File: config.mk
export PLATFORM = sky130hd
export DESIGN_NAME = parking_top
export DESIGN_NICKNAME = d
export VERILOG_FILES = /design/src/verilog/parking_ctrl_pkg.sv /design/src/verilog/parking_id_pkg.sv /design/src/verilog/gate_controller.sv /design/src/verilog/id_checker.sv /design/src/verilog/id_entry.sv /design/src/verilog/parking_top.sv /design/src/verilog/second_ticker.sv /design/src/verilog/space_allocator.sv
export SDC_FILE = /design/constraint.sdc
export NUM_CORES = 1
export LEC_CHECK = 0
export BUFFER_PORTS_ARGS = -buffer_cell sky130_fd_sc_hd__buf_2
export CAP_MARGIN = 20
export CORE_MARGIN = 1.5
export CORE_UTILIZATION = 59
export DETAILED_ROUTE_END_ITERATION = 16
export PLACE_DENSITY = 0.78
export SYNTH_ARGS = -nofsm -noshare
export SYNTH_HDL_FRONTEND = slang
export SYNTH_SLANG_ARGS = --single-unit
File: constraint.sdc
create_clock -name clk -period 6.23 [get_ports clk]
set_input_delay 1.246 -clock clk [delete_from_list [all_inputs] [get_ports clk]]
set_output_delay 1.246 -clock clk [all_outputs]
set_load 0.01 [all_outputs]
File: src/verilog/parking_ctrl_pkg.sv
package parking_ctrl_pkg;

    // Outcome shown to the driver
    typedef enum logic [2:0] {
        NONE,
        INCORRECT,
        GRANTED_CHOSEN,
        GRANTED_ALT,
        NO_SPACE,
        EXITED
    } verdict_t;

    // Floor 0 or 1
    typedef logic floor_t;

    // Remaining spaces of one section
    typedef logic [3:0] count_t;

    // Elapsed seconds, saturating
    typedef logic [3:0] sec_t;

    typedef enum logic {
        ENTER,
        EXIT
    } mode_t;

endpackage

File: src/verilog/parking_id_pkg.sv
package parking_id_pkg;

    // Digits per driver ID
    localparam int ID_DIGITS = 7;

    typedef logic [3:0] digit_t;

    // Class digit of a special ID
    localparam digit_t SPECIAL_CLASS = 4'd9;

    // First-keyed digit sits on top
    typedef struct packed {
        digit_t      class_digit;
        logic [23:0] serial;
    } id_fields_t;

    // Digit view for range checks, field view for classification
    typedef union packed {
        digit_t [ID_DIGITS-1:0] digits;
        id_fields_t             fields;
    } id_word_t;

endpackage

File: src/verilog/gate_controller.sv
module gate_controller #(
    parameter int INPUT_TIMEOUT = 5,
    parameter int HOLD_WRONG    = 5,
    parameter int HOLD_OK       = 3
) (
    input  logic                       clk,
    input  logic                       reset,
    input  logic                       power,
    input  logic                       digit_taken,
    input  logic                       check_done,
    input  logic                       id_valid,
    input  parking_ctrl_pkg::verdict_t decision,
    input  parking_ctrl_pkg::floor_t   decided_floor,
    input  parking_ctrl_pkg::sec_t     seconds,
    output logic                       accept,
    output logic                       clear_id,
    output logic                       clear_sec,
    output logic                       commit,
    output parking_ctrl_pkg::verdict_t verdict,
    output parking_ctrl_pkg::floor_t   granted_floor,
    output logic                       red_power_led,
    output logic                       red_wrong_led,
    output logic                       green_led
);

    typedef enum logic [1:0] {
        OFF,
        IDLE,
        INPUTTING,
        SHOW
    } state_t;

    state_t state;
    parking_ctrl_pkg::sec_t hold_limit;
    logic input_expired;
    logic hold_expired;
    logic wrong_verdict;
    logic good_verdict;

    // No timeout while a digit or a check result is arriving
    assign input_expired = (state == INPUTTING) && !digit_taken && !check_done &&
                           (seconds >= parking_ctrl_pkg::sec_t'(INPUT_TIMEOUT));

    assign hold_limit = (verdict == parking_ctrl_pkg::INCORRECT) ?
                        parking_ctrl_pkg::sec_t'(HOLD_WRONG) : parking_ctrl_pkg::sec_t'(HOLD_OK);
    assign hold_expired = (state == SHOW) && (seconds >= hold_limit);

    assign accept    = power && (state == IDLE || state == INPUTTING);
    assign clear_id  = !power || (state == OFF) || input_expired || hold_expired;
    assign clear_sec = (state == OFF) || (state == IDLE) || digit_taken || check_done;

    assign wrong_verdict = verdict inside {parking_ctrl_pkg::INCORRECT, parking_ctrl_pkg::NO_SPACE};
    assign good_verdict  = verdict inside {parking_ctrl_pkg::GRANTED_CHOSEN,
                                           parking_ctrl_pkg::GRANTED_ALT,
                                           parking_ctrl_pkg::EXITED};

    assign red_power_led = (state != OFF);
    assign red_wrong_led = (state == SHOW) && wrong_verdict;
    assign green_led     = (state == SHOW) && good_verdict;

    always_ff @(posedge clk) begin
        if (reset) begin
            state         <= OFF;
            verdict       <= parking_ctrl_pkg::NONE;
            granted_floor <= 1'b0;
            commit        <= 1'b0;
        end else begin
            commit <= 1'b0;
            if (!power) begin
                state   <= OFF;
                verdict <= parking_ctrl_pkg::NONE;
            end else begin
                case (state)
                    OFF: state <= IDLE;
                    IDLE: begin
                        if (digit_taken) begin
                            state <= INPUTTING;
                        end
                    end
                    INPUTTING: begin
                        if (check_done) begin
                            state         <= SHOW;
                            commit        <= id_valid;
                            granted_floor <= decided_floor;
                            if (id_valid) begin
                                verdict <= decision;
                            end else begin
                                verdict <= parking_ctrl_pkg::INCORRECT;
                            end
                        end else if (input_expired) begin
                            state <= IDLE;
                        end
                    end
                    SHOW: begin
                        if (hold_expired) begin
                            state   <= IDLE;
                            verdict <= parking_ctrl_pkg::NONE;
                        end
                    end
                    default: state <= OFF;
                endcase
            end
        end
    end

endmodule

File: src/verilog/id_checker.sv
module id_checker (
    input  logic                     clk,
    input  logic                     reset,
    input  parking_id_pkg::id_word_t id_word,
    input  logic                     id_full,
    output logic                     check_done,
    output logic                     id_valid,
    output logic                     id_special
);

    logic full_q;
    logic full_rise;
    logic digits_ok;

    assign full_rise = id_full && !full_q;

    always_comb begin
        digits_ok = 1'b1;
        for (int i = 0; i < parking_id_pkg::ID_DIGITS; i++) begin
            if (id_word.digits[i] > 4'd9) begin
                digits_ok = 1'b0;
            end
        end
    end

    always_ff @(posedge clk) begin
        if (reset) begin
            full_q     <= 1'b0;
            check_done <= 1'b0;
            id_valid   <= 1'b0;
            id_special <= 1'b0;
        end else begin
            full_q     <= id_full;
            check_done <= full_rise;
            if (full_rise) begin
                // Leading zero is not a valid class
                id_valid   <= digits_ok && (id_word.digits[parking_id_pkg::ID_DIGITS-1] != 4'd0);
                id_special <= (id_word.fields.class_digit == parking_id_pkg::SPECIAL_CLASS);
            end
        end
    end

endmodule

File: src/verilog/id_entry.sv
module id_entry (
    input  logic                     clk,
    input  logic                     reset,
    input  logic                     accept,
    input  logic                     clear,
    input  logic                     key_req,
    input  parking_id_pkg::digit_t   key_digit,
    output logic                     key_ack,
    output logic                     digit_taken,
    output parking_id_pkg::id_word_t id_word,
    output logic                     id_full
);

    localparam int COUNT_W = $clog2(parking_id_pkg::ID_DIGITS + 1);

    logic [COUNT_W-1:0] digit_count;

    assign id_full = (digit_count == COUNT_W'(parking_id_pkg::ID_DIGITS));

    // New request seen while ack is still low
    assign digit_taken = accept && key_req && !key_ack && !id_full;

    // Four-phase responder
    always_ff @(posedge clk) begin
        if (reset) begin
            key_ack <= 1'b0;
        end else if (digit_taken) begin
            key_ack <= 1'b1;
        end else if (key_ack && !key_req) begin
            key_ack <= 1'b0;
        end
    end

    always_ff @(posedge clk) begin
        if (reset || clear) begin
            digit_count <= '0;
        end else if (digit_taken) begin
            digit_count <= digit_count + 1'b1;
        end
    end

    // Shift in from the low end so the first digit ends on top
    always_ff @(posedge clk) begin
        if (digit_taken) begin
            id_word <= {id_word.digits[parking_id_pkg::ID_DIGITS-2:0], key_digit};
        end
    end

endmodule

File: src/verilog/parking_top.sv
module parking_top #(
    parameter int TICK_CYCLES   = 50_000_000,
    parameter int INPUT_TIMEOUT = 5,
    parameter int HOLD_WRONG    = 5,
    parameter int HOLD_OK       = 3,
    parameter int SPECIAL_CAP   = 2,
    parameter int NORM0_CAP     = 4,
    parameter int FLOOR1_CAP    = 4
) (
    input  logic                       clk,
    input  logic                       reset,
    input  logic                       power,
    input  parking_ctrl_pkg::mode_t    mode,
    input  parking_ctrl_pkg::floor_t   flr,
    input  logic                       key_req,
    input  parking_id_pkg::digit_t     key_digit,
    output logic                       key_ack,
    output parking_ctrl_pkg::verdict_t verdict,
    output parking_ctrl_pkg::floor_t   granted_floor,
    output logic                       red_power_led,
    output logic                       red_wrong_led,
    output logic                       green_led,
    output parking_ctrl_pkg::count_t   remain_special,
    output parking_ctrl_pkg::count_t   remain_norm0,
    output parking_ctrl_pkg::count_t   remain_floor1
);

    logic accept;
    logic clear_id;
    logic clear_sec;
    logic commit;
    logic digit_taken;
    logic id_full;
    logic check_done;
    logic id_valid;
    logic id_special;
    parking_id_pkg::id_word_t   id_word;
    parking_ctrl_pkg::sec_t     seconds;
    parking_ctrl_pkg::verdict_t decision;
    parking_ctrl_pkg::floor_t   decided_floor;

    second_ticker #(
        .TICK_CYCLES(TICK_CYCLES)
    ) second_ticker_inst (
        .clk     (clk),
        .reset   (reset),
        .clear   (clear_sec),
        .seconds (seconds)
    );

    id_entry id_entry_inst (
        .clk         (clk),
        .reset       (reset),
        .accept      (accept),
        .clear       (clear_id),
        .key_req     (key_req),
        .key_digit   (key_digit),
        .key_ack     (key_ack),
        .digit_taken (digit_taken),
        .id_word     (id_word),
        .id_full     (id_full)
    );

    id_checker id_checker_inst (
        .clk        (clk),
        .reset      (reset),
        .id_word    (id_word),
        .id_full    (id_full),
        .check_done (check_done),
        .id_valid   (id_valid),
        .id_special (id_special)
    );

    space_allocator #(
        .SPECIAL_CAP (SPECIAL_CAP),
        .NORM0_CAP   (NORM0_CAP),
        .FLOOR1_CAP  (FLOOR1_CAP)
    ) space_allocator_inst (
        .clk            (clk),
        .reset          (reset),
        .mode           (mode),
        .flr            (flr),
        .id_special     (id_special),
        .commit         (commit),
        .decision       (decision),
        .decided_floor  (decided_floor),
        .remain_special (remain_special),
        .remain_norm0   (remain_norm0),
        .remain_floor1  (remain_floor1)
    );

    gate_controller #(
        .INPUT_TIMEOUT (INPUT_TIMEOUT),
        .HOLD_WRONG    (HOLD_WRONG),
        .HOLD_OK       (HOLD_OK)
    ) gate_controller_inst (
        .clk           (clk),
        .reset         (reset),
        .power         (power),
        .digit_taken   (digit_taken),
        .check_done    (check_done),
        .id_valid      (id_valid),
        .decision      (decision),
        .decided_floor (decided_floor),
        .seconds       (seconds),
        .accept        (accept),
        .clear_id      (clear_id),
        .clear_sec     (clear_sec),
        .commit        (commit),
        .verdict       (verdict),
        .granted_floor (granted_floor),
        .red_power_led (red_power_led),
        .red_wrong_led (red_wrong_led),
        .green_led     (green_led)
    );

endmodule

File: src/verilog/second_ticker.sv
module second_ticker #(
    parameter int TICK_CYCLES = 50_000_000
) (
    input  logic                  clk,
    input  logic                  reset,
    input  logic                  clear,
    output parking_ctrl_pkg::sec_t seconds
);

    localparam int PRESCALE_W = $clog2(TICK_CYCLES + 1);

    logic [PRESCALE_W-1:0] prescale;
    logic                  tick;

    assign tick = (prescale == PRESCALE_W'(TICK_CYCLES - 1));

    always_ff @(posedge clk) begin
        if (reset || clear) begin
            prescale <= '0;
            seconds  <= '0;
        end else begin
            if (tick) begin
                prescale <= '0;
            end else begin
                prescale <= prescale + 1'b1;
            end
            // Hold at the top value
            if (tick && seconds != '1) begin
                seconds <= seconds + 1'b1;
            end
        end
    end

endmodule

File: src/verilog/space_allocator.sv
module space_allocator #(
    parameter int SPECIAL_CAP = 2,
    parameter int NORM0_CAP   = 4,
    parameter int FLOOR1_CAP  = 4
) (
    input  logic                        clk,
    input  logic                        reset,
    input  parking_ctrl_pkg::mode_t     mode,
    input  parking_ctrl_pkg::floor_t    flr,
    input  logic                        id_special,
    input  logic                        commit,
    output parking_ctrl_pkg::verdict_t  decision,
    output parking_ctrl_pkg::floor_t    decided_floor,
    output parking_ctrl_pkg::count_t    remain_special,
    output parking_ctrl_pkg::count_t    remain_norm0,
    output parking_ctrl_pkg::count_t    remain_floor1
);

    parking_ctrl_pkg::count_t special_q;
    parking_ctrl_pkg::count_t norm0_q;
    parking_ctrl_pkg::count_t floor1_q;
    parking_ctrl_pkg::count_t step;
    logic chosen_free;
    logic other_free;
    logic section_full;
    logic changes_count;

    assign chosen_free = flr ? (floor1_q != '0) : (norm0_q != '0);
    assign other_free  = flr ? (norm0_q != '0) : (floor1_q != '0);

    // Exit section already back at capacity
    assign section_full = id_special ? (special_q == parking_ctrl_pkg::count_t'(SPECIAL_CAP)) :
                          flr        ? (floor1_q == parking_ctrl_pkg::count_t'(FLOOR1_CAP)) :
                                       (norm0_q == parking_ctrl_pkg::count_t'(NORM0_CAP));

    always_comb begin
        decided_floor = flr;
        if (mode == parking_ctrl_pkg::EXIT) begin
            decision = section_full ? parking_ctrl_pkg::INCORRECT : parking_ctrl_pkg::EXITED;
            if (id_special) begin
                decided_floor = 1'b0;
            end
        end else if (id_special) begin
            // Special section lives on floor 0
            if (special_q == '0) begin
                decision = parking_ctrl_pkg::NO_SPACE;
            end else begin
                decided_floor = 1'b0;
                decision = flr ? parking_ctrl_pkg::GRANTED_ALT : parking_ctrl_pkg::GRANTED_CHOSEN;
            end
        end else if (chosen_free) begin
            decision = parking_ctrl_pkg::GRANTED_CHOSEN;
        end else if (other_free) begin
            decision      = parking_ctrl_pkg::GRANTED_ALT;
            decided_floor = !flr;
        end else begin
            decision = parking_ctrl_pkg::NO_SPACE;
        end
    end

    assign changes_count = decision inside {parking_ctrl_pkg::GRANTED_CHOSEN,
                                            parking_ctrl_pkg::GRANTED_ALT,
                                            parking_ctrl_pkg::EXITED};

    // Plus one on exit, minus one on a grant
    assign step = (decision == parking_ctrl_pkg::EXITED) ? 4'd1 : 4'hf;

    always_ff @(posedge clk) begin
        if (reset) begin
            special_q <= parking_ctrl_pkg::count_t'(SPECIAL_CAP);
            norm0_q   <= parking_ctrl_pkg::count_t'(NORM0_CAP);
            floor1_q  <= parking_ctrl_pkg::count_t'(FLOOR1_CAP);
        end else if (commit && changes_count) begin
            if (id_special) begin
                special_q <= special_q + step;
            end else if (decided_floor) begin
                floor1_q <= floor1_q + step;
            end else begin
                norm0_q <= norm0_q + step;
            end
        end
    end

    assign remain_special = special_q;
    assign remain_norm0   = norm0_q;
    assign remain_floor1  = floor1_q;

endmodule
==> flow_metrics.env <==
export IMPL_run_status="finished, final reports clean"
export IMPL_ctsResizeCount=0
export IMPL_grt_pass1_vias=2868
export IMPL_setup_viol=0
export IMPL_synth_cells=413
export IMPL_yosys_area_top_type="dfxtp_1"
export IMPL_die_x_um=87.2
export IMPL_layout_commonest_cell="dfxtp_1"
export IMPL_ys_seq_area_share_pct=47.4
export IMPL_cts_max_level=3
export IMPL_synth_distinct_cells=58
export IMPL_hold_viol_final=0
export IMPL_power_per_cell_area_nw_per_um2=225
export IMPL_firstDrtPassIters=4
export IMPL_fin_tns_setup_ns=0
export IMPL_diodes=0
export IMPL_ys_ff_latch=85
export IMPL_r2r_start="id_entry_inst.digit_count[0]$_SDFFE_PP0P_"
export IMPL_worstReg2RegEnd="id_entry_inst.digit_count[1]$_SDFFE_PP0P_"
export IMPL_synth_edff_count=28
export IMPL_yosys_warnings=0
export IMPL_min_period_ns=3.13
export IMPL_postRouteAntennaNets=0
export IMPL_hold_class="flop to flop"
export IMPL_dr_total_vias=3060
export IMPL_reg2reg_depth=8
export IMPL_fp_dieH_um=87.2
export IMPL_path_clk_slew_ns=0.08
export IMPL_grt_start_max_net_pins=34
export IMPL_regToRegSetupSlack_ns=3.53
export IMPL_critPathRequiredTime_ns=6.52
export IMPL_syn_area_um2=4190
export IMPL_hold_path_cell_count=1
export IMPL_grt_pass1_wl_mm=12.8
export IMPL_dp_hpwl_mm=5.38
export IMPL_wl_per_cell_um=13.8
export IMPL_power_leakage_uw=0.00166
export IMPL_async_reset_ff_share_pct=0
export IMPL_syn_avg_cell_area_um2=10.1
export IMPL_route_detailed_drc=0
export IMPL_cts_tree="yes"
export IMPL_design_core_area_um2=6830
export IMPL_slew_viol_final=0
export IMPL_hold_start="id_checker_inst.full_q$_SDFF_PP0_"
export IMPL_maxCapViolCount=0
export IMPL_hold_path_end="id_checker_inst.check_done$_SDFF_PP0_"
export IMPL_clock_latency_ns=0.35
export IMPL_initial_core_util_pct=61.3
export IMPL_ctsHoldBuffers=0
export IMPL_crit_type="input pin to flop"
export IMPL_drt_wl_total_mm=7.52
export IMPL_critical_path_max_fanout=17
export IMPL_skew_ns=0.0130
export IMPL_worstSetupEndpointType="flop"
export IMPL_io_pins=30
export IMPL_final_cell_mix="57 x dfxtp_1, 51 x nor2_1, 29 x buf_2"
export IMPL_grt_total_usage_pct=21.6
export IMPL_power_uw=1040
export IMPL_antenna_found_initial=0
export IMPL_syn_num_nets=445
export IMPL_post_cts_setup_buffer_count=0
export IMPL_areaGrowthSynthToFinish_pct=10.7
export IMPL_clock_path_buffers=2
export IMPL_fin_crit_sh_pct=50.3
export IMPL_drive_above_1_share_pct=13.6
export IMPL_overflow=0
export IMPL_dominantRegCellSynth="dfxtp_1"
export IMPL_n_fill_cell=540
export IMPL_grt_setup_unrepaired="no"
export IMPL_numCtsBuffers=9
export IMPL_cts_root_buf="clkbuf_8"
export IMPL_die_area_um2=7610
export IMPL_port_buffers=29
export IMPL_irDropWorstVdd_mv=0.192
export IMPL_fin_nets=476
export IMPL_synth_top_cell_area_share_pct=27.3
export IMPL_drtIter0Drc=135
export IMPL_worst_pin_slew_ns=0.952
export IMPL_viasPerCell=5.61
export IMPL_globalplace_congestion=0.823
export IMPL_fmax_mhz=319
export IMPL_rows=30
export IMPL_worstSetupStartpointType="input pin"
export IMPL_worstPathArrival_ns=3.42
export IMPL_maxSlewHeadroom_pct=36.3
export IMPL_cts_sinks=85
export IMPL_synthTopCellsByArea="dfxtp_1 27%, edfxtp_1 20%, ha_1 5.7%"
worst max path at each step:
stage / start / slack (ns) / end
floorplan: mode / 2.88 / space_allocator_inst.remain_norm0[3]$_SDFFE_PP0P_
global placement: mode / 2.83 / space_allocator_inst.remain_norm0[3]$_SDFFE_PP0P_
detailed placement: mode / 2.73 / space_allocator_inst.remain_norm0[3]$_SDFFE_PP0P_
CTS: flr / 3.09 / space_allocator_inst.remain_norm0[3]$_SDFFE_PP0P_
global route: flr / 2.93 / space_allocator_inst.remain_norm0[3]$_SDFFE_PP0P_
finish: flr / 3.10 / space_allocator_inst.remain_norm0[3]$_SDFFE_PP0P_
metrics by stage:
step	utilization [%]	worst slack (ns)	hold slack (ns)	std cells	area, um^2
final	67.8	3.10	0.403	545	4630
after global routing	67.8	2.93	0.428	545	4630
after CTS	67.8	3.09	0.408	545	4630
after detailed placement	64.6	2.73	0.396	529	4410
after global placement	64.6	2.83	0.396	529	4410
after floorplan	-	2.88	0.383	413	4190
final cells by class:
class                           count  area (um^2)  area share, %
Clock buffer                       10          149           3.21
Clock inverter                      6         71.3           1.54
Inverter                           12         45.0          0.972
Multi-Input combinational cell    307         2120           45.8
Sequential cell                    85         1980           42.8
Tap cell                           96          120           2.59
Timing Repair Buffer               29          145           3.13
synthesized netlist by cell type (2+ instances only):
library cell	number
a211oi_1	3
a21o_1	5
a21oi_1	17
a21oi_4	2
a31oi_1	4
and3_1	6
and4_1	5
buf_2	2
clkbuf_1	7
dfxtp_1	57
edfxtp_1	28
fa_1	3
ha_1	19
inv_1	11
mux2_4	4
mux2i_1	6
nand2_1	24
nand2b_1	14
nand3_1	20
nand3b_1	4
nand4_1	15
nor2_1	51
nor2b_1	11
nor3_1	14
nor4_1	6
nor4_2	3
o211ai_1	2
o21ai_0	8
or3_1	4
or4_1	2
xnor2_1	12
xor2_1	18
power breakdown:
part           internal [uW]  leakage [uW]  switching, uW  total (uW)
Sequential               574      0.000713           2.36         577
Clock                    215      0.000112            204         419
Combinational           15.2      0.000835           29.5        44.7
Total                    805       0.00166            236        1040
critical path: stages:
cell and delay (ns):
buf_2 0.12, nor2b_1 0.15, nand4_1 0.18, nand4_4 0.35
ha_1 0.41, a21o_1 0.17, a21oi_1 0.27, nand4_1 0.12
mux2_1 0.31, nand4_1 0.09
registers in the layout, indices dropped and copies added (netlist names):
register	count
id_checker_inst.check_done	1
gate_controller_inst.commit	1
space_allocator_inst.remain_norm0	4
id_entry_inst.id_word	28
gate_controller_inst.verdict	3
id_checker_inst.id_special	1
space_allocator_inst.remain_special	4
id_checker_inst.id_valid	1
gate_controller_inst.granted_floor	1
id_checker_inst.full_q	1
gate_controller_inst.state	2
space_allocator_inst.remain_floor1	4
second_ticker_inst.seconds	4
id_entry_inst.key_ack	1
second_ticker_inst.prescale	26
id_entry_inst.digit_count	3
cell families after synthesis:
group,share of synthesized area (%)
and+or+nand+nor,24.9
DFF,47.4
AOI/OAI and AO/OA,9.27
xor gates and xnor gates,6.28
adders and majority gates,7.12
buffers and inverters,1.94
muxes,3.14
routing by layer:
layer | global-route usage, % | part of all wire (%) | wire length (um) | vias to the layer above
met5 | 0 | 0 | 0 | -
met3 | 6.35 | 4.7 | 352 | 9
met1 | 27.1 | 47 | 3500 | 1442
met2 | 35.6 | 47 | 3560 | 55
met4 | 7.79 | 1.3 | 97 | 0
li1 | - | - | - | 1554
Power figures use the tool's default switching activity.
